[src/rtl/cpuPkg.sv]
`default_nettype none

package cpuPkg;

    localparam int dataWidth = 32;
    localparam int regIndexWidth = 6;
    localparam int pcWidth = 26;
    localparam int immWidth = 14;

    // Major opcodes in the top six bits of every word
    localparam logic [5:0] opAluReg = 6'h00;
    localparam logic [5:0] opAluImm = 6'h01;
    localparam logic [5:0] opLoad = 6'h02;
    localparam logic [5:0] opStore = 6'h03;
    localparam logic [5:0] opJal = 6'h04;
    localparam logic [5:0] opJr = 6'h05;
    localparam logic [5:0] opBrz = 6'h06;
    localparam logic [5:0] opBrnz = 6'h07;
    localparam logic [5:0] opHalt = 6'h3f;

    // ALU functions from the funct field of register-form words
    localparam logic [5:0] fnAdd = 6'h00;
    localparam logic [5:0] fnSub = 6'h01;
    localparam logic [5:0] fnAnd = 6'h02;
    localparam logic [5:0] fnOr = 6'h03;
    localparam logic [5:0] fnXor = 6'h04;
    localparam logic [5:0] fnShl = 6'h05;
    localparam logic [5:0] fnShr = 6'h06;
    localparam logic [5:0] fnMul = 6'h07;

    // Control FSM states
    localparam logic [2:0] stFetch = 3'd0;
    localparam logic [2:0] stDecode = 3'd1;
    localparam logic [2:0] stExecute = 3'd2;
    localparam logic [2:0] stMemory = 3'd3;
    localparam logic [2:0] stWriteBack = 3'd4;
    localparam logic [2:0] stPcUpdate = 3'd5;
    localparam logic [2:0] stHalt = 3'd6;

    // Register form, immediate form and jump form share one word
    typedef union packed {
        struct packed {
            logic [5:0] opcode;
            logic [regIndexWidth-1:0] rd;
            logic [regIndexWidth-1:0] rs1;
            logic [regIndexWidth-1:0] rs2;
            logic [5:0] funct;
            logic [1:0] unused;
        } rForm;
        struct packed {
            logic [5:0] opcode;
            logic [regIndexWidth-1:0] rd;
            logic [regIndexWidth-1:0] rs1;
            logic signed [immWidth-1:0] imm;
        } iForm;
        struct packed {
            logic [5:0] opcode;
            logic [pcWidth-1:0] target;
        } jForm;
    } instructionWord;

endpackage

`default_nettype wire

[src/rtl/registerFile.sv]
`timescale 1ns/1ps
`default_nettype none

module registerFile (
    input  logic        Clock,
    input  logic        rstN,
    input  logic [5:0]  sourceReg1,
    input  logic [5:0]  sourceReg2,
    input  logic [5:0]  destReg,
    input  logic [31:0] writeData,
    input  logic        writeEnable,
    output logic [31:0] sourceData1,
    output logic [31:0] sourceData2
);

    logic [cpuPkg::dataWidth-1:0] regs [2**cpuPkg::regIndexWidth];

    always_ff @(posedge Clock) begin
        if (!rstN) begin
            for (int i = 0; i < 2**cpuPkg::regIndexWidth; i++) begin
                regs[i] <= '0;
            end
        end else if (writeEnable && (destReg != '0)) begin
            regs[destReg] <= writeData;
        end
    end

    // Register 0 is hardwired to zero
    assign sourceData1 = (sourceReg1 == '0) ? '0 : regs[sourceReg1];
    assign sourceData2 = (sourceReg2 == '0) ? '0 : regs[sourceReg2];

endmodule

`default_nettype wire

[config.mk]
export PLATFORM = sky130hd
export DESIGN_NAME = registerFile
export DESIGN_NICKNAME = d
export VERILOG_FILES = /design/src/rtl/cpuPkg.sv /design/src/rtl/registerFile.sv
export SDC_FILE = /design/constraint.sdc
export NUM_CORES = 2
export LEC_CHECK = 0
export BUFFER_PORTS_ARGS = -buffer_cell sky130_fd_sc_hd__buf_4
export CAP_MARGIN = 20
export CORE_AREA = 3 3 564 566
export CTS_BUF_LIST = sky130_fd_sc_hd__clkbuf_16
export DETAILED_ROUTE_END_ITERATION = 8
export DIE_AREA = 0 0 567 569
export PLACE_DENSITY = 0.55
export SLEW_MARGIN = 0
export SYNTH_ARGS = -nofsm -noshare
export SYNTH_HDL_FRONTEND = slang
export SYNTH_SLANG_ARGS = --single-unit
[constraint.sdc]
create_clock -name Clock -period 4.2 [get_ports Clock]
set_input_delay 0.21 -clock Clock [delete_from_list [all_inputs] [get_ports Clock]]
set_output_delay 0.21 -clock Clock [all_outputs]
set_load 0.005 [all_outputs]
Word-level counts from Yosys, hierarchy flattened:

Memory sizes are Yosys's and may differ from the RTL's.
Cells that the tools add are included.
Widths: inputs -> output; s select.

* muxes and demuxes: 9
* reduce and logical (&&, ||, !) cells: 5

Operator list (number)
* $mux 32: 3
* $reduce_or 32->1: 1
* $logic_not 6->1: 2
* $mux 6: 1
* $reduce_bool 6->1: 1
* $mux 1: 5
* $logic_and 1x1->1: 1

* register bits after elaboration: 0
* output and inout bits: 64
* bits in writable memories: 2048
* memories kept: 1

Memory list
* regs: depth 64, bits a word 32, read ports 2, clocked after memory_dff 0, write ports 64, RTL line registerFile.sv:16 `logic [cpuPkg::dataWidth-1:0] regs [2**cpuPkg::regIndexWidth];`

Logic depth before layout (Yosys ltp):

* depth in word-level cells: 7
* mapped depth: 11
* gate-level depth less buffers: 5

Least setup slack after synthesis:

OpenSTA, ideal clock, no wires.

* kind: input to register
* from: input port destReg[4]
* to: memory regs[32][0] in the netlist's numbering (enable)
* stages: 4
* arrival time: 3.322 ns
* library setup time: 0.466 ns
* path buffers: 2
* setup slack: 0.412 ns
* data required time: 3.734 ns
* path through: or3b_2 > clkbuf_1 > clkbuf_1 > o21ai_0

RTL lines
* start: declaration: RTL line registerFile.sv:9 `input logic [5:0] destReg,`
* end: declaration: RTL line registerFile.sv:16

Worst setup path after layout:

* from: input port sourceReg1[2]
* to: output port sourceData1[4]

* cells in the longest elaborated chain, start to end: 2
* elaborated cells between the ends (all ways): 3
* classes of those cells: mux (1); reduce/logical (1); memory (1)

Ends and longest elaborated chain
* start: declaration: RTL line registerFile.sv:7 `input logic [5:0] sourceReg1,`
* $mem_v2 64x32 or $logic_not 6->1 (tied branches)
* $mux 32 *: RTL line registerFile.sv:29 `assign sourceData1 = (sourceReg1 == '0) ? '0 : regs[sourceReg1];`
* end: declaration: RTL line registerFile.sv:12 `output logic [31:0] sourceData1,`

Every way passes the cells marked *; elsewhere a longest branch is shown, timed or not.

==> metrics.md <==
| Metric | Value |
|---|---|
| Outcome | finished with violations |
| Failing checks | negative setup slack |
| Placer congestion estimate | 1.00 |
| Num CTS Buffers | 224 |
| CTS root buffer | clkbuf_16 |
| H-tree depth | 4 |
| Met1 Use GR | 0.351 |
| Die Area | 323000 sq um |
| Final worst-path cycle share | 1.01 |
| First drt pass iteration count | 8 |
| Clock transition at path regs | 60 ps |
| Worst hold path type | in -> reg |
| Largest net degree at the start of global routing | 64 |
| Wire per inst | 37.9 microns |
| Met2 Usage GRT | 0.410 |
| Synth async-reset ratio | 0 |
| WP data required | 3990 ps |
| Core ar. | 314000 sq um |
| Pre-CTS WS | -220 ps |
| EDFF count, synth | 2048 |
| Area delta synth->final | 13.9% |
| Worst-Margin Slew | 1210 ps |
| Gr ovfl total | 0 |
| Final setup fails | 1 |
| Critical path peak fanout | 56 |
| Vias/cell | 6.12 |
| Io pins | 117 |
| Final max-slew violation count | 0 |
| Met3 Track Usage GR | 0.0602 |
| DP Cell Count | 11096 |
| PD cells | 408 nW/um^2 |
| I/O Buffers | 116 |
| Fin. Hold Viols | 0 |
| Final worst-path setup slack | -39.3 ps |
| Crit path kind | in -> out |
| LEAKAGE | 42.6 nW |
| Hold WS | 22.0 ps |
| Clock period minus worst slack | 4240 ps |
| Die height | 569 microns |
| Post-Layout Cell Count | 11544 |
| Max_slew headroom | 0.188 |
| Biggest regs | regs: 2048 flops |
| Total power | 50.9 mW |
| Netlist Area Pre-Place | 109000 sq um |
| Worst setup SP type | primary input |
| Total of max-cap violations | 0 |
| Mapped Cells | 7132 |
| Share of layout cells above drive strength 1 | 0.284 |
| CP Cell Sequence | buf_8, buf_12, nand3_1, o221ai_2, a21oi_1, o21ai_0, o211ai_1, buf_4 |
| Grt peak-use layer | met2 |
| WP data arrival | 4030 ps |
| Residual DRC count | 0 |
| Post-synthesis area per instance | 15.3 sq um |
| Placed cell area | 117000 sq um |
| Initial Utilization | 0.348 |
| NumNets Final | 7217 |
| CTS tree | yes |
| Iteration-0 DRC Markers | 11114 |
| FP Rows | 206 |
| Final core utilization | 0.397 |
| Tot GR Track Use | 0.266 |
| Register area | 61500 sq um |
| Via Count | 70646 |
| DRT antenna net count | 0 |
| CP bufs+invs | 3 |
| Vias in the first global route | 67915 |
| Post-route cell area | 125000 sq um |
| IR drop worst, VDD | 364 uV |
| Critical path's slowest cell | o221ai_2 |
| Drt total wl | 438 mm |
| Multi-input gate area | 45600 sq um |
| Largest register FFs | 2048 |
| Max incr delay on CP | 740 ps |
| Die width | 567 microns |
| Top cell family by delay on the critical path | compound AO/OA/AOI/OAI gates |
| Synth Flop Type | edfxtp_1 |
| Critical Path End Type | primary output |
| Antenna violations before repair | 55 |
| Fmax | 236 MHz |
| First-pass GRT wire length | 595 mm |
| Number of fillers in the final layout | 28373 |
| Cell variety after synth | 53 |
| Post-CTS Setup Inserts | 0 |
| Sequential area share after synthesis | 0.562 |
| Sum Neg Setup Slack | -39.3 ps |
| Yosys reg bits | 2048 |
| Register bank with the most flops | regs |
| RSZ-0062 raised after global routing | no |
| HPWL after DPL | 277 mm |
| Synth Warn # | 0 |
| Longest Clk Path Bufs | 4 |
| Num Clock Sinks | 2048 |
-- placed cells by master (no fill, tap or decap), drive strengths merged, types with 7 or more instances in the layout --
master	instances
edfxtp	2048
and2	2020
mux4	1008
buf	552
mux2i	306
clkbuf	230
nor2	200
nand2	115
o21ai	98
clkinv	98
o22ai	96
o221ai	71
mux2	64
inv	48
diode	44
a21oi	41
a211o	37
a221oi	32
conb	32
nand3	30
a22oi	24
bufinv	22
a221o	19
o211ai	19
a2111oi	16
or3	14
nand4	13
clkinvlp	11
nor2b	10
a31oi	7
-- report_power, final --
part | internal, mW | switching [mW] | total (mW)
Clock | 11.1 | 8.55 | 19.7
Sequential | 23.6 | 0.587 | 24.2
Combinational | 2.68 | 4.39 | 7.07
-- metal layers --
metal  vias to the layer above  wire, microns
li1                      27585              -
met1                     37659         165000
met2                      4563         199000
met3                       825          46300
met4                        14          27600
met5                         -            105
-- path summary, 6_finish.rpt --
check | cells past startpoint | from | slack [ps] | endpoint
worst min-delay path | 2 | writeData[13] | 20 | regs[63][13]
worst max-delay path | 8 | sourceReg1[2] | -40 | sourceData1[4]
-- layout make-up --
cell class,instances,area share
flip-flops and latches,2048,0.493
multi-input cells,4330,0.366
clock buffers,229,0.0460
well taps,4160,0.0418
repair buffers,554,0.0413
clock inverters,173,0.0107
diodes,44,0.000883
inverters,6,0.000211
-- logic make-up (layout without fill, tap and decap cells) --
| kind of cell | Yosys count | in the layout | share of synthesized area |
|---|---|---|---|
| compound gates | 493 | 493 | 0.0319 |
| buf+inv | 785 | 962 | 0.0323 |
| flops | 2048 | 2048 | 0.562 |
| mux | 1378 | 1378 | 0.242 |
| other cells | 1 | 76 | 0.0000343 |
| simple gates | 2427 | 2427 | 0.131 |
-- Yosys cell counts, types with 4 or more instances --
library cell,count,area share
or3_1,14,0.00080
a31oi_1,7,0.00040
buf_2,116,0.0053
a21oi_1,41,0.0019
o21ai_1,13,0.00059
o211ai_1,19,0.0013
nand4_1,13,0.00074
buf_6,27,0.0028
nand3_1,30,0.0014
and2_1,2020,0.12
o22ai_1,96,0.0055
nor2_1,200,0.0069
buf_1,33,0.0011
mux2i_1,306,0.028
inv_1,4,0.00014
mux2_2,64,0.0066
nand2_1,115,0.0039
and3_1,4,0.00023
a21o_1,6,0.00041
o21ai_0,85,0.0039
a221oi_1,32,0.0026
nor2b_1,10,0.00057
mux4_2,1008,0.21
nand2b_1,6,0.00034
a22oi_1,24,0.0016
buf_4,60,0.0041
nand3b_1,6,0.00041
a211o_1,37,0.0030
edfxtp_1,2048,0.56
a22o_1,6,0.00048
o221ai_1,71,0.0057
or3b_2,6,0.00048
a2111oi_0,16,0.0013
o2111ai_1,6,0.00048
a221o_1,19,0.0017
clkbuf_1,542,0.019
-- repair_timing --
| action | in CTS | in global routing |
|---|---|---|
| endpoints found under the setup margin | 2 | 1 |
| hold endpoints to repair | 7 | 0 |
| hold buffers | 1 | 0 |
| resized for setup | 2 | 1 |
Power figures use the tool's default switching activity.
