===== config.mk =====
export PLATFORM = sky130hd
export DESIGN_NAME = instructionDecoder
export DESIGN_NICKNAME = d
export VERILOG_FILES = /design/src/rtl/cpuPkg.sv /design/src/rtl/instructionDecoder.sv
export SDC_FILE = /design/constraint.sdc
export NUM_CORES = 1
export LEC_CHECK = 0
export ABC_AREA = 0
export BUFFER_PORTS_ARGS = -buffer_cell sky130_fd_sc_hd__buf_2
export CAP_MARGIN = 20
export CORE_ASPECT_RATIO = 1.5
export CORE_UTILIZATION = 41
export CTS_CLUSTER_SIZE = 10
export DETAILED_ROUTE_END_ITERATION = 10
export HOLD_SLACK_MARGIN = 0.05
export MAX_ROUTING_LAYER = met4
export PLACE_DENSITY = 0.85
export SLEW_MARGIN = 40
export SYNTH_ARGS = -nofsm -noshare
export SYNTH_HDL_FRONTEND = slang
export SYNTH_SLANG_ARGS = --single-unit

===== constraint.sdc =====
create_clock -name Clock -period 4.9 [get_ports Clock]
set_input_delay 0.98 -clock Clock [delete_from_list [all_inputs] [get_ports Clock]]
set_output_delay 0.98 -clock Clock [all_outputs]
set_load 0.02 [all_outputs]

===== src/rtl/cpuPkg.sv =====
`default_nettype none

package cpuPkg;

    localparam int dataWidth = 32;
    localparam int regIndexWidth = 6;
    localparam int pcWidth = 26;
    localparam int immWidth = 14;

    // Major opcodes in the top six bits of every word
    localparam logic [5:0] opAluReg = 6'h00;
    localparam logic [5:0] opAluImm = 6'h01;
    localparam logic [5:0] opLoad = 6'h02;
    localparam logic [5:0] opStore = 6'h03;
    localparam logic [5:0] opJal = 6'h04;
    localparam logic [5:0] opJr = 6'h05;
    localparam logic [5:0] opBrz = 6'h06;
    localparam logic [5:0] opBrnz = 6'h07;
    localparam logic [5:0] opHalt = 6'h3f;

    // ALU functions from the funct field of register-form words
    localparam logic [5:0] fnAdd = 6'h00;
    localparam logic [5:0] fnSub = 6'h01;
    localparam logic [5:0] fnAnd = 6'h02;
    localparam logic [5:0] fnOr = 6'h03;
    localparam logic [5:0] fnXor = 6'h04;
    localparam logic [5:0] fnShl = 6'h05;
    localparam logic [5:0] fnShr = 6'h06;
    localparam logic [5:0] fnMul = 6'h07;

    // Control FSM states
    localparam logic [2:0] stFetch = 3'd0;
    localparam logic [2:0] stDecode = 3'd1;
    localparam logic [2:0] stExecute = 3'd2;
    localparam logic [2:0] stMemory = 3'd3;
    localparam logic [2:0] stWriteBack = 3'd4;
    localparam logic [2:0] stPcUpdate = 3'd5;
    localparam logic [2:0] stHalt = 3'd6;

    // Register form, immediate form and jump form share one word
    typedef union packed {
        struct packed {
            logic [5:0] opcode;
            logic [regIndexWidth-1:0] rd;
            logic [regIndexWidth-1:0] rs1;
            logic [regIndexWidth-1:0] rs2;
            logic [5:0] funct;
            logic [1:0] unused;
        } rForm;
        struct packed {
            logic [5:0] opcode;
            logic [regIndexWidth-1:0] rd;
            logic [regIndexWidth-1:0] rs1;
            logic signed [immWidth-1:0] imm;
        } iForm;
        struct packed {
            logic [5:0] opcode;
            logic [pcWidth-1:0] target;
        } jForm;
    } instructionWord;

endpackage

`default_nettype wire


===== src/rtl/instructionDecoder.sv =====
`timescale 1ns/1ps
`default_nettype none

module instructionDecoder (
    input  logic        Clock,
    input  logic        rstN,
    input  logic [31:0] instruction,
    input  logic        decodeStrobe,
    output logic [5:0]  sourceReg1,
    output logic [5:0]  sourceReg2,
    output logic [5:0]  destReg,
    output logic [31:0] immediate,
    output logic [25:0] jumpTarget,
    output logic [5:0]  aluFunction,
    output logic        useImmediate,
    output logic        isLoad,
    output logic        isStore,
    output logic        isJal,
    output logic        isJr,
    output logic        isBranch,
    output logic        branchOnZero,
    output logic        isRelative,
    output logic        isHalt
);

    cpuPkg::instructionWord word;
    logic [5:0] opcode;
    logic branchOp;

    assign word = instruction;
    assign opcode = word.rForm.opcode;
    assign branchOp = (opcode == cpuPkg::opBrz) || (opcode == cpuPkg::opBrnz);

    // Class flags
    always_ff @(posedge Clock) begin
        if (!rstN) begin
            useImmediate <= 1'b0;
            isLoad <= 1'b0;
            isStore <= 1'b0;
            isJal <= 1'b0;
            isJr <= 1'b0;
            isBranch <= 1'b0;
            branchOnZero <= 1'b0;
            isRelative <= 1'b0;
            isHalt <= 1'b0;
        end else if (decodeStrobe) begin
            useImmediate <= (opcode == cpuPkg::opAluImm) || (opcode == cpuPkg::opLoad)
                || (opcode == cpuPkg::opStore) || branchOp;
            isLoad <= opcode == cpuPkg::opLoad;
            isStore <= opcode == cpuPkg::opStore;
            isJal <= opcode == cpuPkg::opJal;
            isJr <= opcode == cpuPkg::opJr;
            isBranch <= branchOp;
            branchOnZero <= opcode == cpuPkg::opBrz;
            isRelative <= branchOp;
            isHalt <= opcode == cpuPkg::opHalt;
        end
    end

    // Operand fields
    always_ff @(posedge Clock) begin
        if (decodeStrobe) begin
            sourceReg1 <= word.iForm.rs1;
            // Store data register sits in the rd field
            sourceReg2 <= (opcode == cpuPkg::opStore) ? word.iForm.rd : word.rForm.rs2;
            destReg <= word.iForm.rd;
            immediate <= {{(cpuPkg::dataWidth - cpuPkg::immWidth){word.iForm.imm[cpuPkg::immWidth-1]}},
                          word.iForm.imm};
            // Link register overlaps the top of the target, so jal keeps the low 20 bits
            jumpTarget <= {{cpuPkg::regIndexWidth{1'b0}},
                           word.jForm.target[cpuPkg::pcWidth-cpuPkg::regIndexWidth-1:0]};
            aluFunction <= (opcode == cpuPkg::opAluReg) ? word.rForm.funct : cpuPkg::fnAdd;
        end
    end

endmodule

`default_nettype wire


After elaboration in Yosys (flattened, before gate mapping)
Cells that the tools add are included.
- bits in registers: 66
- word-level logic and storage cells: 28
- bits of input ports: 35
- output and inout bits: 91
- memory bits (read-only): 0
- bits in writable memories: 0
- bits in latches: 0
- memories kept: 0
- add/subtract/negate cells: 0
- bitwise logic cells: 0
- equality and inequality tests: 8
- shifts and indexed selects: 0
- reductions and logical operators: 5
- multiply operators: 0
- order comparisons: 0
- mux-type cells: 1
- div/mod/pow operators: 0
- operator list (operator ; count):
    equality test 6 x 3 -> 1 bit (second input constant) ; 4
    equality test 6 x 2 -> 1 bit (second input constant) ; 2
    equality test 6 x 1 -> 1 bit (second input constant) ; 1
    equality test 6 bit (second input constant) ; 1
    logical NOT 6 bit ; 1
    two-way mux 6 bit ; 1
    logical OR 1 bit ; 4

Logic depth before layout (Yosys ltp)
- depth after elaboration: 4
- depth in mapped cells: 4
- mapped depth without buffers: 3

Least setup slack after synthesis
Ideal clock, no wire load.
- path kind: input-to-reg
- start: input port instruction[31]
- end: register sourceReg2[0], data pin
- required time: 4.638 ns
- path slack: 2.628 ns
- buffers on the path: 0
- stages: 3
- data arrival time: 2.010 ns
- library setup time: 0.262 ns
- path through: or4_4 > nor2_8 > mux2_1
- longest elaborated chain between the ends: 2
- RTL lines (what ; line ; source):
    from (decl) ; instructionDecoder.sv:7 ; input logic [31:0] instruction,
    equality test 6 x 2 -> 1 bit ; instructionDecoder.sv:65 ; sourceReg2 <= (opcode == cpuPkg::opStore) ? word.iForm.rd : word.rForm.rs2;
    two-way mux 6 bit ; instructionDecoder.sv:65 ;
    to (signal assigned) ; instructionDecoder.sv:65 ;
    to (decl) ; instructionDecoder.sv:10 ; output logic [5:0] sourceReg2,
No other way between the ends.
A chain may end at the register's enable or synchronous reset.

Worst setup path in the final report
- start: input port instruction[31]
- end: register sourceReg2[4], data pin
Same word-level chain as after synthesis.

==> summary.txt <==
Setup path
  – Worst EP arrival: 2210 ps
  – Worst-path cell chain: buf_2 -> or4_4 -> nor2_8 -> mux2_1
  – Critical path required time: 4940 ps
  – Critical path type: in2reg
  – CP endpoint kind: register
  – Largest stage delay, worst path: 600 ps
  – Cell with the largest stage delay on the worst path: or4_4
  – Startpoint Class: input pin
  – CP Max Fanout: 6

Global routing
  – First-pass GRT wire length: 5.11 mm
  – Vias in the first global route: 1101
  – Met3 Use GR: 3.57%
  – M1 GR Usage: 12.9%
  – Global route total overflow: 0
  – Met2 global-route usage: 26.2%
  – GRT Util Overall: 14.1%
  – Antenna violations before repair: 0
  – GRT busiest layer: met2
  – Largest net degree at the start of global routing: 53

Power and ir drop
  – Leakage power: 1.09 nW
  – Sw Share: 28.4%
  – Combinational share of power: 17.8%
  – Maximum vdd drop: 0.150 mV
  – Flop pwr share: 55.1%
  – Clk network pwr share: 27.1%
  – Pint: 0.597 mW
  – Switching power total: 0.237 mW
  – PD cells: 342 mW/mm2

Run
  – Max cap viols: 0

Synthesis
  – Commonest cells in the netlist: 45 x buf_4, 38 x edfxtp_1, 9 x and2_1, 8 x dfxtp_1
  – EDFF count, synth: 38
  – Synth unique cells: 25
  – Cell count after synthesis: 141
  – Ys async rst share: 0%
  – Dominant synthesized flop cell: edfxtp_1
  – Syn. warnings: 0
  – Avg Cell Area, Syn: 14.1 um2
  – Post-synth top area share: 57.3%
  – Cell with the most instances after synthesis: buf_4
  – Yosys reg bits: 46
  – Post-synth top area cell: edfxtp_1
  – Synth top area cells: edfxtp_1 57%, buf_4 17%, dfxtp_1 8.0%
  – Seq/Total Area, Yosys: 65.3%
  – Post-synthesis cell area: 0.00199 mm2

STA
  – Setup violation total in the final timing report: 0
  – Setup TNS: 0 ps
  – RSZ-0062 raised after global routing: false
  – Worst hold slack: 473 ps
  – Fin crit period: 2170 ps
  – Clock Skews: 0 ps
  – Final Hold Vio Count: 0
  – Final Cycle Share: 44.2%
  – Fmax: 461 MHz
  – Least-Margin Pin Slew: 738 ps
  – Max Slew Vio Count: 0
  – Max_slew headroom: 50.1%

Die
  – Starting Density: 43.5%
  – DIE WIDTH: 58.9 um
  – Row cnt: 30
  – Full die area: 0.00515 mm2
  – Core area: 0.00458 mm2
  – Ports: 126
  – Die Y: 87.4 um

Clocking
  – CTS tree: yes
  – Total CTS buffers: 5
  – Clock root buffer: clkbuf_8
  – Post_cts resized: 0
  – CTS sink cnt: 46
  – CTS Buffer Depth: 2
  – Htree depth: 2
  – Worst-Skew Late Latency: 290 ps
  – Setup repair bufs after CTS: 0
  – Worst-path clk slew: 90 ps
  – Hold_buf cts: 0

Place
  – Inst Count DP: 282
  – Final GP Congestion: 0.671
  – Area after DPL: 0.00234 mm2
  – Hpwl dp: 2.77 mm
  – PortBufs: 119

Routing
  – 1st-pass router iterations: 7
  – Detailed Route Iter0 Violations: 23
  – Post-route ant nets: 0
  – Via count of the routed design: 1239
  – Vias per Instance: 4.27
  – Final wirelength: 3.62 mm
  – Avg WL per Cell: 12.5 um
  – Drt drc: 0

Finish
  – Layout cells sized above 1: 57.5%
  – Finished Core Util: 53.2%
  – Diode count: 0
  – Final nets: 260
  – Post-Layout Cell Count: 290
  – Syn-to-layout area delta: 22.2%
  – Final non-filler cell area: 0.00243 mm2

Worst hold path
  – Min-Delay Path Class: reg2reg

Run status
  – Status: finished, final reports clean
sequential cells by signal, indices dropped and copies added, names as in the netlist:
register and cells:
isLoad 1, isStore 1, isHalt 1, destReg 6
sourceReg2 6, jumpTarget 1, branchOnZero 1, sourceReg1 6
aluFunction 6, isJr 1, useImmediate 1, isJal 1
isRelative 1, immediate 13
metrics by stage:
| step | setup WS, ps | total power, mW |
|---|---|---|
| 2_1_floorplan | 2630 | 0.587 |
| 3_3_place_gp | 2450 | 0.614 |
| 3_5_place_dp | 2410 | 0.619 |
| 4_1_cts | 2730 | 0.843 |
| 5_1_grt | 2690 | 0.870 |
| 6_report | 2730 | 0.834 |
cells by family (layout without fill, tap and decap cells):
kind of cell / Yosys count / after routing / share of synthesized area (%)
buf+inv: 50 / 130 / 17.9
flops: 46 / 46 / 65.3
simple gates: 29 / 29 / 10.0
compound gates: 9 / 9 / 3.20
mux: 6 / 6 / 3.39
other cells: 1 / 6 / 0.188
power by group through the flow:
stage / logic, mW / registers (mW) / clock network [mW]
floorplan: 0.0839 / 0.503 / 0
global placement: 0.146 / 0.467 / 0
detailed placement: 0.150 / 0.469 / 0
CTS: 0.150 / 0.460 / 0.233
global route: 0.158 / 0.463 / 0.249
finish: 0.148 / 0.460 / 0.226
area by class of cell:
type | instances | area, um2
fillers | 425 | 2140
flip-flops and latches | 46 | 1300
repair buffers | 119 | 598
multi-input cells | 50 | 354
well taps | 64 | 80.1
clock buffers | 5 | 68.8
clock inverters | 3 | 21.3
inverters | 3 | 11.3
per-layer routing:
metal	part of all wire [%]	vias to the layer above
met3	8.6	5
met4	2.0	0
li1	-	605
met2	56	76
met5	0	-
met1	34	553
worst max-delay path: cells and delay by family:
| family | cells | cell delay, ps |
|---|---|---|
| buffers and inverters | 1 | 120 |
| multiplexers | 1 | 340 |
| AND/OR/NAND/NOR | 2 | 770 |
layout by cell type (no fill, tap or decap), drive strengths merged, types with 2 or more instances in the layout:
master    n
a21boi    5
and2      9
buf     119
clkbuf    5
clkinv    2
conb      6
dfxtp     8
edfxtp   38
inv       3
mux2      6
nand2b    6
nand3     3
nor2      2
nor3      2
o22ai     3
worst paths after layout:
| path | endpoint | start | slack [ps] | cells past startpoint |
|---|---|---|---|---|
| max | sourceReg2[4] | instruction[31] | 2730 | 4 |
| min | isJal | isJal | 470 | 2 |
| max reg2reg | isHalt | isHalt | 4190 | 3 |
| min reg2reg | isJal | isJal | 470 | 2 |
Note: power is estimated with default switching activity, not from simulation.
