File: src/rtl/programCounter.sv
`timescale 1ns/1ps
`default_nettype none

module programCounter (
    input  logic        Clock,
    input  logic        rstN,
    input  logic [25:0] nextPc,
    input  logic        step,
    input  logic        jump,
    output logic [25:0] currentPc
);

    always_ff @(posedge Clock) begin
        if (!rstN) begin
            currentPc <= '0;
        end else if (jump) begin
            currentPc <= nextPc;
        end else if (step) begin
            currentPc <= currentPc + 26'd1;
        end
    end

endmodule

`default_nettype wire

File: config.mk
export PLATFORM = sky130hd
export DESIGN_NAME = programCounter
export DESIGN_NICKNAME = d
export VERILOG_FILES = /design/src/rtl/programCounter.sv
export SDC_FILE = /design/constraint.sdc
export NUM_CORES = 1
export LEC_CHECK = 0
export ABC_AREA = 0
export BUFFER_PORTS_ARGS = -buffer_cell sky130_fd_sc_hd__buf_2
export CORE_ASPECT_RATIO = 2
export CORE_UTILIZATION = 52
export CTS_CLUSTER_DIAMETER = 80
export CTS_CLUSTER_SIZE = 20
export DETAILED_ROUTE_END_ITERATION = 7
export PLACE_DENSITY = 0.84
export REMOVE_ABC_BUFFERS = 1
export SYNTH_ARGS = -nofsm -noshare
export SYNTH_HDL_FRONTEND = slang
export SYNTH_SLANG_ARGS = --single-unit
File: constraint.sdc
create_clock -name Clock -period 6.4 [get_ports Clock]
set_clock_uncertainty 0.2 [all_clocks]
set_input_delay 0.64 -clock Clock [delete_from_list [all_inputs] [get_ports Clock]]
set_output_delay 0.64 -clock Clock [all_outputs]
set_load 0.01 [all_outputs]
=== Word-level counts from Yosys, hierarchy flattened ===
Cells that the tools add are included.

* Register bits after elaboration: 26
* Output and inout bits: 26
* Input bits: 30
* Logic and storage cells: 5

* $add $sub $neg: 1
* Reduce and logical (&&, ||, !) cells: 1
* Muxes and demuxes: 2

{| class="wikitable"
|+ Operators with widths
! kind !! number
|-
| $mux W26 || 2
|-
| $add A26 B1 Y26 const B || 1
|-
| $reduce_bool A2 Y1 || 1
|}

=== Logic depth before layout (Yosys ltp) ===
Gate-level depths: netlist of the first run.

* Word-level depth: 3
* Gate-level depth with buffers: 6
* Mapped depth without buffers: 5

=== Least setup slack after synthesis of the first run ===
OpenSTA, ideal clock, no wires.

* Path kind: input-to-reg
* Start: in step
* End: reg currentPc[22]
* Stages on the path: 6
* Library setup time: 0.074 ns
* Data required time: 6.126 ns
* Path buffers: 2
* Setup slack: 3.959 ns
* Arrival time: 2.167 ns
* Cell sequence: buf_4 -> nand4_4 -> or4_4 -> buf_6 -> or4_1 -> a31oi_1

* Cells in the longest elaborated chain, start to end: 1

{| class="wikitable"
|+ RTL lines
! item !! line !! text
|-
| start: declaration || 8 || <nowiki>input logic step,</nowiki>
|-
| $reduce_bool A2 Y1 (no line) || - ||
|-
| end signal: assignment || 17 || <nowiki>currentPc <= nextPc;</nowiki>
|-
| end signal: assignment || 19 || <nowiki>currentPc <= currentPc + 26'd1;</nowiki>
|-
| end: declaration || 10 || <nowiki>output logic [25:0] currentPc</nowiki>
|}

No other way between the ends.
A chain may end at the register's enable or synchronous reset.

=== Worst setup path after layout of the first run ===
* Start: reg currentPc[0]
* End: reg currentPc[20]

* Cells in the longest elaborated chain, start to end: 3

{| class="wikitable"
|+ RTL lines
! item !! line !! text
|-
| $add A26 B1 Y26 || 19 ||
|-
| $mux W26 || 18 || <nowiki>end else if (step) begin</nowiki>
|-
| $mux W26 || 16 || <nowiki>end else if (jump) begin</nowiki>
|}

No other way between the ends. The select of a mux whose other input is x is not followed.

==> results.ini, run 1 <==
[synthesis]
synth-edff-count=0
synthCells=178
netlist_area_mm2=0.00148
ys_seq_area_frac=0.353
synth_flop_cell=dfxtp_1
synth.ff_latch_count=26
ys_top_cells_by_area=dfxtp_1, o21ai_0, nand4_1, xnor2_1, nand3_1
ys.warnings.count=0
synth_cell_types=39
synth.most_common_cell=dfxtp_1
yosysTopAreaCell=dfxtp_1
synth_common_cells=dfxtp_1, o21ai_0, nand4_1, nand2_1, clkbuf_1
synth-async-reset-ratio=0
syn_avg_cell_area_um2=8.29
synth_top_area_share=0.353

[worst_setup_path]
cp.required_ns=6.40
max_stage_delay_ns=0.59
crit_path_cell_trace=ha_1, nand4_4, or4_4, or4_1, a31oi_1
start_kind=flop
cp-end-kind=flop
cpMaxStageDelayCell=or4_4
critPathArrivalTime_ns=2.39
critPathKind=flop to flop
path_max_fanout=12

[timing]
slew_headroom=0.310
fin_ws_ns=4.01
period_share=0.374
rsz0062_at_grt=false
setup_tns_ns=0
max_freq_ghz=0.418
hold_viol=0
worst_pin_slew_ns=1.03
fin_crit_ns=2.39
slew_viol_final=0
finalSetupViolCount=0

[clock_tree]
insertion_delay_ns=0.27
clock_path_buffers=2
cts_buffers=3
clock_sinks=26
ctsResizeCount=0
holdBufCountCts=0
cts-root-buf=clkbuf_8
cts.clk_slew.worst_paths_ns=0.09
postCtsSetupBuffers=0
cts_tree=done
htree_levels=1

[pwr]
ir_worst_vdd_mv=0.127
cellPowerDensity_mw_per_mm2=191
power.leakage_uw=0.000749

[grt]
grt_max_degree=41
grtUsageTotal=0.258
grt_pass1_vias=1474
overflow=0
grt_pass1_wl_mm=5.89
antenna_found_initial=0

[layout]
regMostFlops=currentPc
antennaDiodeCount=0
nNetsFinal=257
area_growth_pct=20.3
fin_area_mm2=0.00178
largest_reg_flops=26
reg.largest.list=currentPc: 26 flops
fin_cells=253
layout-drive-gt1-share=0.290

[worst_hold_path]
hold_class=flop to flop

[drt]
wirelength_mm=3.60
vias_per_cell=6.22
wl_per_cell_um=14.2
vias=1573
ant_nets=0
first_pass_iters=4
route.detailed.drc=0
drt_iter0_drc=48

[die]
die_w_um=39.7
dieArea_mm2=0.00307
coreArea_mm2=0.00274
io_pins=56
die_h_um=77.4
start_util=0.540
placementRows=27

[placement]
place_congestion=0.905
place_area_mm2=0.00174
dpl.cell_count=250
hpwl_mm=2.65
port_buffers=55
place_ws_ns=3.87

[run]
drv_cap=0

[status]
status=complete, no violations

worst paths after layout:
path / from / to / slack [ns] / depth (start not counted)
max reg2reg: currentPc[0]$_SDFFE_PN0P_ / currentPc[20]$_SDFFE_PN0P_ / 4.01 / 5
max: currentPc[0]$_SDFFE_PN0P_ / currentPc[20]$_SDFFE_PN0P_ / 4.01 / 5
min: currentPc[22]$_SDFFE_PN0P_ / currentPc[22]$_SDFFE_PN0P_ / 0.33 / 2
min reg2reg: currentPc[22]$_SDFFE_PN0P_ / currentPc[22]$_SDFFE_PN0P_ / 0.33 / 2
metrics by stage:
step	hold slack (ns)	utilization	power, uW
2_1_floorplan	0.325	-	221
3_3_place_gp	0.311	0.634	251
3_5_place_dp	0.315	0.634	252
4_1_cts	0.332	0.649	341
5_1_grt	0.365	0.649	354
6_report	0.331	0.649	339
layout make-up:
type	instances	area, um2
Fill cell	265	960
Multi-Input combinational cell	135	881
Sequential cell	26	520
Timing Repair Buffer	56	283
Clock buffer	3	41.3
Tap cell	29	36.3
Inverter	4	15.0
per-layer routing:
metal	track usage	share of wire	wire, um
met5	0	0	0
met4	0.103	0.016	57
met3	0.0286	0.035	126
met2	0.467	0.56	2020
met1	0.276	0.39	1400
worst max-delay path: cells and delay by family, from the launching register on:
| family | cells | cell delay, ns |
|---|---|---|
| AND/OR/NAND/NOR | 3 | 1.23 |
| flip-flops | 1 | 0.44 |
| AO/OA/AOI/OAI | 1 | 0.17 |
| adder cells (fa/ha/maj) | 1 | 0.27 |
cells in the final DEF (no fill, tap or decap), types with 2 or more instances in the layout:
master	instances
a211oi_1	2
a21oi_1	7
a31oi_1	7
and4_1	3
buf_2	55
clkbuf_8	3
dfxtp_1	26
inv_1	4
nand2_1	12
nand2b_1	3
nand3_1	10
nand4_1	13
nor2_1	3
nor3_1	9
nor4_1	4
o211a_1	4
o21a_1	3
o21ai_0	18
o311a_1	3
o31ai_1	4
or3_2	2
or4_1	4
xnor2_1	7
xor2_1	3
cells by family (layout without fill, tap and decap cells):
family / Yosys count / after routing / synth area share
AND/OR/NAND/NOR: 71 / 71 / 0.289
AO/OA/AOI/OAI: 52 / 52 / 0.233
flip-flops: 26 / 26 / 0.353
buffers and inverters: 17 / 63 / 0.0508
XOR/XNOR: 10 / 10 / 0.0593
adder cells (fa/ha/maj): 1 / 1 / 0.00847
multiplexers: 1 / 1 / 0.00678
report_power, final:
group | internal (uW) | switching, uW | total [uW]
clock | 42.2 | 48.2 | 90.3
combinational | 28.0 | 29.4 | 57.4
sequential | 173 | 17.8 | 191
(Power assumes the default switching activity.)
==> run 2, diff against run 1 <==
- ABC_AREA: 0 -> 1
- CORE_UTILIZATION: 52 -> 46
- PLACE_DENSITY: 0.84 -> 0.76
- clock period: 6.4 -> 2.1 ns (I/O delays scaled with it)
==> run 2 against run 1 <==
  * Register-to-register slack worse by 3.7 ns
  * Worst setup slack worse by 3.7 ns
  * Critical path depth is 4 higher
  * Clock power rose to 3.7 times the previous value
  * Global-route usage is 0.099 points higher
  * Area after synthesis grew 19%
  * Critical endpoint is now currentPc[22]$_SDFFE_PN0P_
  * Largest power group unchanged
==> results.ini, run 2 <==
[status]
status=complete, no violations

[synthesis]
ys_seq_area_frac=0.296
ys.warnings.count=0
yosysTopAreaCell=dfxtp_1
yosys.area_share.simple=0.400
synth_flop_cell=dfxtp_1
synth.ff_latch_count=26
synth_cell_types=27
synthCells=274
synth_xor_area_frac=0.0349
synth_adder_area_share=0.00711
synth_top_area_share=0.296
netlist_area_mm2=0.00176
synth-edff-count=0
synth_common_cells=nand2_1, nand3_1, inv_1, dfxtp_1, nor2_1
synth-async-reset-ratio=0
synthMuxAreaShare=0
ys_top_cells_by_area=dfxtp_1, nand2_1, nand3_1, a22oi_1, inv_1
synth_top_family_by_area=simple AND/OR/NAND/NOR gates
synth.most_common_cell=nand2_1
syn_avg_cell_area_um2=6.42
synth_compound_area_frac=0.174

[layout]
nNetsFinal=365
largest_reg_flops=26
regMostFlops=currentPc
layout-drive-gt1-share=0.255
area_growth_pct=24.0
reg.largest.list=currentPc: 26 flops
antennaDiodeCount=0
most-common-layout-cells=nand2_1, buf_2, nand3_1, inv_1, dfxtp_1
layout_commonest_cell=nand2_1

[drt]
route.detailed.drc=0
ant_nets=0
first_pass_iters=4
vias_per_cell=5.24
wl_per_cell_um=12.7
wirelength_mm=4.85
drt_iter0_drc=32
vias=2002

[run]
drv_cap=0

[worst_setup_path]
critPathKind=flop to flop
crit_top_cell=nand2_1
cp-end-kind=flop
crit_buf_inv=0
cpMaxStageDelayCell=dfxtp_1
path_max_fanout=5
max_stage_delay_ns=0.40
crit_path_cell_trace=ha_1, nand2_2, nor2_4, nand2_1, nor2_2, nand2_1, nand2_1, nand3_1, a21oi_1
critPathArrivalTime_ns=1.77
start_kind=flop
cp_top_family=simple AND/OR/NAND/NOR gates
cp.required_ns=2.11

[clock_tree]
postCtsSetupBuffers=0
clock_path_buffers=2
cts_buffers=3
ctsResizeCount=0
htree_levels=1
insertion_delay_ns=0.28
clock_sinks=26
cts-root-buf=clkbuf_8
holdBufCountCts=2
cts_tree=done
cts.clk_slew.worst_paths_ns=0.09

[placement]
place_congestion=0.909
port_buffers=55
hpwl_mm=3.76

[grt]
antenna_found_initial=0
overflow=0
grt_use_met3=0.0222
use_met2=0.513
grt_pass1_vias=1866
grt_pass1_wl_mm=7.81
met1_usage=0.244
grt_max_degree=23
grtUsageTotal=0.259
top_usage_layer=met2

[die]
io_pins=56
dieArea_mm2=0.00409
coreArea_mm2=0.00365
die_w_um=45.7
placementRows=31
die_h_um=89.5
start_util=0.482

[worst_hold_path]
hold_class=input port to flop

[pwr]
swShare=0.287
seq_power_share=0.520
ir_worst_vdd_mv=0.411
power.leakage_uw=0.000991
internal-power_uw=780
cellPowerDensity_mw_per_mm2=502
switching_power_uw=314
power_uw=1090
pwr-share-clk=0.303
comb_power_share=0.177

[timing]
max_freq_ghz=0.568
fin_crit_ns=1.76
setup_tns_ns=0
slew_headroom=0.796
hold_viol=0
period_share=0.838
rsz0062_at_grt=false
worst_pin_slew_ns=0.306
finalSetupViolCount=0
slew_viol_final=0

-- run 2: cell types whose count changed after synthesis, moves of 5 or more --
| cell | change |
|---|---|
| nand3_1 | +24 |
| nand2_1 | +61 |
| a21oi_1 | +11 |
| nand2_2 | +6 |
| nor2_4 | +6 |
| nor2_1 | +17 |
| o21ai_0 | -11 |
| xnor2_1 | -5 |
| inv_1 | +26 |
| nor3_1 | -7 |
| nand4_1 | -12 |
| a22oi_1 | +16 |
| clkbuf_1 | -7 |
-- run 2: cell type report --
cell class	count	area, um2
clock buffer	4	55.1
fill	401	1470
inverter	30	113
multi-input combinational	209	1080
sequential	26	520
tap	49	61.3
timing repair buffer	64	348
-- run 2: metrics by stage --
stage / cell area, um2 / hold slack, ns / utilization / setup WS [ns] / instances
floorplan: 1720 / 0.108 / - / 0.480 / 265
global placement: 2110 / 0.260 / 0.578 / 0.441 / 376
detailed placement: 2110 / 0.269 / 0.578 / 0.373 / 376
CTS: 2180 / 0.00235 / 0.598 / 0.342 / 382
global route: 2180 / 0.0112 / 0.598 / 0.207 / 382
finish: 2180 / 0.0000636 / 0.598 / 0.341 / 382
-- run 2: kinds of logic after synthesis --
logic type	after synthesis
AND/OR/NAND/NOR	151
AO/OA/AOI/OAI	50
buffers and inverters	39
flip-flops	26
XOR/XNOR	7
adder cells (fa/ha/maj)	1
-- run 2: layer usage --
layer | part of all wire | wire length [um]
met3 | 0.023 | 111
met5 | 0 | 0
met4 | 0.037 | 178
met1 | 0.37 | 1780
met2 | 0.57 | 2780
-- run 2: power groups by stage --
stage | logic (uW) | registers (uW) | clock network [uW]
final | 194 | 569 | 331
after global routing | 217 | 574 | 358
after CTS | 195 | 568 | 334
after detailed placement | 192 | 580 | 0
after global placement | 189 | 579 | 0
after floorplan | 85.5 | 584 | 0
-- run 2: worst register-to-register path: stages, from the launching register on --
cell and delay, ns:
dfxtp_1 0.40, ha_1 0.22, nand2_2 0.08, nor2_4 0.18, nand2_1 0.12, nor2_2 0.16
nand2_1 0.06, nand2_1 0.06, nand3_1 0.06, a21oi_1 0.13
-- run 2: worst paths after layout --
check,start,to,slack [ns],cells past startpoint
setup reg to reg,currentPc[0]$_SDFFE_PN0P_,currentPc[22]$_SDFFE_PN0P_,0.34,9
hold reg to reg,currentPc[3]$_SDFFE_PN0P_,currentPc[3]$_SDFFE_PN0P_,0.34,2
setup / recovery,currentPc[0]$_SDFFE_PN0P_,currentPc[22]$_SDFFE_PN0P_,0.34,9
hold / removal,nextPc[4],currentPc[4]$_SDFFE_PN0P_,0.00006,3
