## config.mk

```make
export PLATFORM = sky130hd
export DESIGN_NAME = alu
export DESIGN_NICKNAME = d
export VERILOG_FILES = /design/src/rtl/cpuPkg.sv /design/src/rtl/alu.sv
export SDC_FILE = /design/constraint.sdc
export NUM_CORES = 1
export LEC_CHECK = 0
export ABC_AREA = 1
export BUFFER_PORTS_ARGS = -buffer_cell sky130_fd_sc_hd__buf_4
export CORE_AREA = 2 2 202 204
export DETAILED_ROUTE_END_ITERATION = 10
export DIE_AREA = 0 0 204 206
export PLACE_DENSITY = 0.6
export SYNTH_ARGS = -nofsm -noshare
export SYNTH_HDL_FRONTEND = slang
export SYNTH_SLANG_ARGS = --single-unit
```

## constraint.sdc

```tcl
create_clock -name Clock -period 4.28 [get_ports Clock]
set_clock_uncertainty 0.1 [all_clocks]
set_input_delay 0.214 -clock Clock [delete_from_list [all_inputs] [get_ports Clock]]
set_output_delay 0.214 -clock Clock [all_outputs]
set_load 0.05 [all_outputs]
```

## src/rtl/cpuPkg.sv

```systemverilog
`default_nettype none

package cpuPkg;

    localparam int dataWidth = 32;
    localparam int regIndexWidth = 6;
    localparam int pcWidth = 26;
    localparam int immWidth = 14;

    // Major opcodes in the top six bits of every word
    localparam logic [5:0] opAluReg = 6'h00;
    localparam logic [5:0] opAluImm = 6'h01;
    localparam logic [5:0] opLoad = 6'h02;
    localparam logic [5:0] opStore = 6'h03;
    localparam logic [5:0] opJal = 6'h04;
    localparam logic [5:0] opJr = 6'h05;
    localparam logic [5:0] opBrz = 6'h06;
    localparam logic [5:0] opBrnz = 6'h07;
    localparam logic [5:0] opHalt = 6'h3f;

    // ALU functions from the funct field of register-form words
    localparam logic [5:0] fnAdd = 6'h00;
    localparam logic [5:0] fnSub = 6'h01;
    localparam logic [5:0] fnAnd = 6'h02;
    localparam logic [5:0] fnOr = 6'h03;
    localparam logic [5:0] fnXor = 6'h04;
    localparam logic [5:0] fnShl = 6'h05;
    localparam logic [5:0] fnShr = 6'h06;
    localparam logic [5:0] fnMul = 6'h07;

    // Control FSM states
    localparam logic [2:0] stFetch = 3'd0;
    localparam logic [2:0] stDecode = 3'd1;
    localparam logic [2:0] stExecute = 3'd2;
    localparam logic [2:0] stMemory = 3'd3;
    localparam logic [2:0] stWriteBack = 3'd4;
    localparam logic [2:0] stPcUpdate = 3'd5;
    localparam logic [2:0] stHalt = 3'd6;

    // Register form, immediate form and jump form share one word
    typedef union packed {
        struct packed {
            logic [5:0] opcode;
            logic [regIndexWidth-1:0] rd;
            logic [regIndexWidth-1:0] rs1;
            logic [regIndexWidth-1:0] rs2;
            logic [5:0] funct;
            logic [1:0] unused;
        } rForm;
        struct packed {
            logic [5:0] opcode;
            logic [regIndexWidth-1:0] rd;
            logic [regIndexWidth-1:0] rs1;
            logic signed [immWidth-1:0] imm;
        } iForm;
        struct packed {
            logic [5:0] opcode;
            logic [pcWidth-1:0] target;
        } jForm;
    } instructionWord;

endpackage

`default_nettype wire

```

## src/rtl/alu.sv

```systemverilog
`timescale 1ns/1ps
`default_nettype none

module alu (
    input  logic        Clock,
    input  logic        rstN,
    input  logic [31:0] operand1,
    input  logic [31:0] operand2,
    input  logic [5:0]  aluFunction,
    input  logic        start,
    output logic        done,
    output logic [31:0] result
);

    logic [cpuPkg::dataWidth-1:0] quickResult;
    logic [cpuPkg::dataWidth-1:0] multiplicand;
    logic [cpuPkg::dataWidth-1:0] multiplier;
    logic [cpuPkg::dataWidth-1:0] product;
    logic [cpuPkg::dataWidth-1:0] partialSum;
    logic [4:0] stepCount;
    logic busy;
    logic lastStep;

    always_comb begin
        case (aluFunction)
            cpuPkg::fnAdd: quickResult = operand1 + operand2;
            cpuPkg::fnSub: quickResult = operand1 - operand2;
            cpuPkg::fnAnd: quickResult = operand1 & operand2;
            cpuPkg::fnOr:  quickResult = operand1 | operand2;
            cpuPkg::fnXor: quickResult = operand1 ^ operand2;
            cpuPkg::fnShl: quickResult = operand1 << operand2[4:0];
            cpuPkg::fnShr: quickResult = operand1 >> operand2[4:0];
            default:       quickResult = '0;
        endcase
    end

    // One shift-add step per cycle keeping the low 32 bits
    assign partialSum = product + (multiplier[0] ? multiplicand : '0);
    assign lastStep = busy && (stepCount == 5'd31);

    always_ff @(posedge Clock) begin
        if (!rstN) begin
            busy <= 1'b0;
            done <= 1'b0;
            stepCount <= '0;
        end else begin
            done <= lastStep;
            if (start) begin
                busy <= aluFunction == cpuPkg::fnMul;
                done <= aluFunction != cpuPkg::fnMul;
                stepCount <= '0;
            end else if (busy) begin
                stepCount <= stepCount + 5'd1;
                if (lastStep) begin
                    busy <= 1'b0;
                end
            end
        end
    end

    always_ff @(posedge Clock) begin
        if (start) begin
            multiplicand <= operand1;
            multiplier <= operand2;
            product <= '0;
            if (aluFunction != cpuPkg::fnMul) begin
                result <= quickResult;
            end
        end else if (busy) begin
            product <= partialSum;
            multiplicand <= multiplicand << 1;
            multiplier <= multiplier >> 1;
            if (lastStep) begin
                result <= partialSum;
            end
        end
    end

endmodule

`default_nettype wire

```

# ---- Word level (Yosys, flattened, before mapping)
# Index checks and enable logic that the tools add are counted.
# Widths: inputs -> output; s select.
dict set report totals {
  regBits 135
  latchBits 0
  mem_bits_rw 0
  romBits 0
  inputBits 73
  out_inout_bits 33
  word_cells 47
  memories 0
}
dict set report classes {
  add_sub_neg 4
  mul 0
  div 0
  n_lt_le_gt_ge 0
  eq_ne 10
  shifts 2
  n_mux 14
  n_bitwise 4
  reduce_logical 6
}
# operator count
set op_table {}
lappend op_table {{$mux 32} 9}
lappend op_table {{$pmux 32 s7} 1}
lappend op_table {{$add 32x32->32} 2}
lappend op_table {{$and 32x32->32} 1}
lappend op_table {{$or 32x32->32} 1}
lappend op_table {{$shl 32x5->32} 1}
lappend op_table {{$shr 32x5->32} 1}
lappend op_table {{$sub 32x32->32} 1}
lappend op_table {{$xor 32x32->32} 1}
lappend op_table {{$eq 6x3->1 const B} 4}
lappend op_table {{$eq 6x2->1 const B} 2}
lappend op_table {{$eq 6x1->1 const B} 1}
lappend op_table {{$logic_not 6->1} 1}
lappend op_table {{$ne 6x3->1 const B} 1}
lappend op_table {{$add 5x1->5 const B} 1}
lappend op_table {{$eq 5x5->1 const B} 1}
lappend op_table {{$mux 1} 4}
lappend op_table {{$reduce_bool 2->1} 2}
lappend op_table {{$reduce_and 3->1} 1}
lappend op_table {{$ne 2x1->1 const B} 1}
lappend op_table {{$reduce_or 2->1} 1}
lappend op_table {{$logic_and 1x1->1} 1}
lappend op_table {{$not 1->1} 1}

# ---- Logic depth before layout (Yosys ltp)
dict set report depth {
  depth_word 5
  depth_mapped 29
  mapped_depth_nobuf 26
}

# ---- Least setup slack after synthesis
# Ideal clock, no wire load.
dict set report synth_timing {
  kind {input-to-reg}
  startpoint {in operand2[1]}
  endpoint {reg result[31], data pin}
  setup_ns 0.253
  arrival_time_ns 2.997
  required_time_ns 3.927
  slack_ns 0.931
  path_stages 27
  cell_sequence {buf_2 inv_2 buf_4 buf_2 ha_1 nand3_1 nor2_1 nand2_1 nor2_2 a21oi_2 nor2_2 o21ai_1 xor2_1 ha_1 nand2_1 nor2_1 nand2_1 inv_1 nand2_1 nand2_1 inv_1 nand2_1 nand2_1 nand3_1 nand2_1 nand2_1 nand2_1}
}
dict set report synth_via {
  elab_chain_cells 4
  word_cells_on_any_way 7
}
# item line_no
set synth_lines {}
lappend synth_lines {{from (decl)} alu.sv:8} ;# input logic [31:0] operand2,
lappend synth_lines {{$sub 32x32->32, or another cell as far along} alu.sv:27} ;# cpuPkg::fnSub: quickResult = operand1 - operand2;
lappend synth_lines {{$pmux 32 s7 (*)} alu.sv:25} ;# case (aluFunction)
lappend synth_lines {{$mux 32 (*)} alu.sv:66} ;# if (aluFunction != cpuPkg::fnMul) begin
lappend synth_lines {{$mux 32 (*)} alu.sv:62} ;# if (start) begin
lappend synth_lines {{to (signal assigned)} alu.sv:67} ;# result <= quickResult;
lappend synth_lines {{to (signal assigned)} alu.sv:74} ;# result <= partialSum;
lappend synth_lines {{to (decl)} alu.sv:12} ;# output logic [31:0] result
# Mark *: on every way between the ends. The rest lies on a longest branch, timed or not. The select of a mux whose other input is x is not followed.
# A chain may end at the register's enable or synchronous reset.

# ---- Final worst setup path
dict set report layout_timing {
  startpoint {in operand2[1]}
  endpoint {reg result[28], data pin}
}
# The elaborated chain is that of the path after synthesis.

==> impl_metrics.env <==
export IMPL_status="completed"
export IMPL_drv_cap=0
export IMPL_synth_fp_nets=2818
export IMPL_relSlewSlack_pct=41.2
export IMPL_pre_cts_slack_ns=0.188
export IMPL_areaGrowthSynthToFinish_pct=11.8
export IMPL_hold_viol=0
export IMPL_fin_util_pct=43.7
export IMPL_synth_avg_cell_area_sq_um=6.01
export IMPL_rr_endpoint="result[30]"
export IMPL_slew_viol_final=0
export IMPL_coreArea_sq_um=40200
export IMPL_path_buf_inv=2
export IMPL_grt_pass1_vias=17100
export IMPL_crit_start="operand2[1]"
export IMPL_path_max_fanout=5
export IMPL_nets=2876
export IMPL_drt_iter0_drc=1830
export IMPL_synth_common_cells="nand2_1 (910), nand3_1 (387), inv_1 (301)"
export IMPL_cts_clk_slew_worst_paths_ns=0.06
export IMPL_cpMostUsedCell="nand2_1"
export IMPL_rsz0062_at_grt="false"
export IMPL_die_x_um=204
export IMPL_synth_warnings=0
export IMPL_die_area_sq_um=42000
export IMPL_cp_end_kind="flip-flop"
export IMPL_p_leak_nw=9.15
export IMPL_cts_htree_levels=4
export IMPL_wl_per_cell_um=22.4
export IMPL_fin_area_sq_um=17600
export IMPL_clk_root_buffer_cell="clkbuf_16"
export IMPL_async_flop_share_pct=0
export IMPL_met2_length_mm=33.0
export IMPL_post_route_cells_drive_above_1_share_pct=7.68
export IMPL_crit_path_start_kind="primary input"
export IMPL_hold_class="in2reg"
export IMPL_top_layer="met4"
export IMPL_synth_edff_count=96
export IMPL_power_density_nw_per_um2=254
export IMPL_power_mw=4.47
export IMPL_clk_latency_ns=0.48
export IMPL_vias=18100
export IMPL_wl_met3_mm=5.04
export IMPL_dpl_cell_area_sq_um=17000
export IMPL_tns_ns=0
export IMPL_synthesis_area_sq_um=15700
export IMPL_final_cells=3216
export IMPL_die_y_um=206
export IMPL_worst_endpoint_required_ns=4.40
export IMPL_start_util_pct=39.1
export IMPL_clock_sink_count=135
export IMPL_grt_overflow=0
export IMPL_cp_cell_sequence="buf_4, inv_2, ha_1, nand3_1, nor2_1, nand2_1, nor2_2, a21oi_2, nor2_2, o21ai_1, xor2_1, ha_1, nand2_1, nor2_1, nand2_1, nor3_1, nand2_1, nand2_1, nand2_1, nand3_1, nand2_1, nand2_1, nand2_1"
export IMPL_fmax_ghz=0.273
export IMPL_hold_depth=3
export IMPL_cts_inserted_buffers=17
export IMPL_synth_distinct_cells=51
export IMPL_period_share_pct=85.7
export IMPL_insertedDiodeCount=0
export IMPL_timing_hold_ws_ns=0.0761
export IMPL_synthCells=2613
export IMPL_synthDominantAreaCellType="nand2_1"
export IMPL_drcViolationCount=0
export IMPL_rr_worst_depth=15
export IMPL_ios=106
export IMPL_synthFlopType="edfxtp_1"
export IMPL_postRouteAntennaNets=0
export IMPL_critical_path_arrival_ns=3.79
export IMPL_placed_cells=3181
export IMPL_tritoncts="done"
export IMPL_critical_path_class="in2reg"
export IMPL_ir_worst_vdd_uv=301
export IMPL_critPathTopFamily="simple AND/OR/NAND/NOR gates"
export IMPL_ff2ff_setup_slack_ns=1.28
export IMPL_cpMaxStageDelayCell="ha_1"
export IMPL_antenna_found_initial=4
export IMPL_ys_seq_area_share_pct=23.3
export IMPL_grt_pass1_wl_mm=106
export IMPL_worstHoldStart="start"
export IMPL_gp_congestion=1.06
export IMPL_dr_pass1_iters=7
export IMPL_portBuffers=105
export IMPL_layout_setup_ws_ns=0.611
export IMPL_yosys_area_top_type_share_pct=21.8
export IMPL_yosysMostFrequentCell="nand2_1"
export IMPL_num_rows=74
export IMPL_crit_reg2reg_launch="multiplier[0]"
export IMPL_grt_max_degree=68
export IMPL_cts_path_max_buffers=2
export IMPL_vias_per_cell=5.64
export IMPL_grt_util_all_layers_pct=34.2
export IMPL_wl_mm=72.0
export IMPL_dp_hpwl_mm=57.0
export IMPL_worstMarginPinSlew_ns=0.878
export IMPL_hold_path_endpoint="multiplicand[0]"
export IMPL_setup_viol=0
export IMPL_fin_crit_ns=3.67
export IMPL_synth_area_top_cells="nand2_1 (22%), edfxtp_1 (18%), nand3_1 (12%)"
export IMPL_slowest_delay_ns=0.38
export IMPL_ys_seq_elements=135
export IMPL_drt_met1_wl_mm=31.3
## power breakdown
group | leakage (nW) | internal [mW] | total [mW] | switching [mW]
registers | 1.28 | 1.49 | 1.52 | 0.0312
clock network | 0.280 | 0.794 | 1.52 | 0.722
logic | 7.59 | 0.412 | 1.43 | 1.02
## cells in the final DEF (no fill, tap or decap), types with 3 or more instances in the layout
| cell | instances |
|---|---|
| nor2_2 | 7 |
| inv_1 | 301 |
| o211ai_1 | 13 |
| o21ai_1 | 25 |
| a31oi_1 | 3 |
| o21bai_1 | 4 |
| nand2_1 | 909 |
| ha_1 | 130 |
| dlygate4sd3_1 | 3 |
| dfxtp_1 | 39 |
| inv_4 | 5 |
| clkbuf_16 | 18 |
| xor2_1 | 35 |
| nor2_1 | 178 |
| inv_2 | 11 |
| nor3_1 | 22 |
| and2_1 | 11 |
| or2_2 | 8 |
| o21ai_0 | 105 |
| o2111ai_1 | 6 |
| inv_6 | 6 |
| or2_1 | 3 |
| nand3_1 | 387 |
| buf_4 | 133 |
| nand3b_1 | 15 |
| a21oi_1 | 143 |
| nor2_4 | 4 |
| nand4_1 | 28 |
| edfxtp_1 | 96 |
## layout make-up
type,instances,area [sq um]
Clock buffer,19,454
Fill cell,4458,22600
Sequential cell,135,3660
Clock inverter,13,106
Timing Repair Buffer,137,1050
Inverter,316,1190
Multi-Input combinational cell,2064,10400
Tap cell,532,666
## layer usage
metal | global-route usage, % | vias up
li1 | - | 8651
met1 | 45.4 | 8611
met2 | 57.1 | 746
met3 | 4.12 | 130
met4 | 12.6 | 0
met5 | 0 | -
## flip-flops by register name, summed over array words and instances, names as in the netlist
signal        count
product          32
done              1
busy              1
stepCount         5
result           32
multiplier       32
multiplicand     32
## kinds of logic after synthesis
| group | Yosys count | share of synthesized area (%) |
|---|---|---|
| flip-flops | 135 | 23.3 |
| adder cells (fa/ha/maj) | 132 | 10.6 |
| AND/OR/NAND/NOR | 1581 | 42.9 |
| AO/OA/AOI/OAI | 315 | 10.8 |
| XOR/XNOR | 36 | 2.01 |
| buffers and inverters | 414 | 10.3 |
## worst max-delay path by stage
stage,slack [ns],depth (start not counted),endpoint
after global routing,0.46,23,result[28]
after detailed placement,0.19,23,result[28]
after CTS,0.68,23,result[28]
final,0.61,23,result[28]
after global placement,0.19,23,result[28]
after floorplan,0.93,27,result[31]
## tightest hold or removal path, delay by kind of cell
family | cells | cell delay [ns]
buf+inv | 2 | 0.24
simple gates | 1 | 0.07
## repair_timing
item / 4_1_cts / 5_1_grt
hold buffers: 3 / 0
setup buffers: 0 / 0
hold endpoints to repair: 4 / 0
gates resized for setup: 0 / 0
Note: power is estimated with default switching activity, not from simulation.
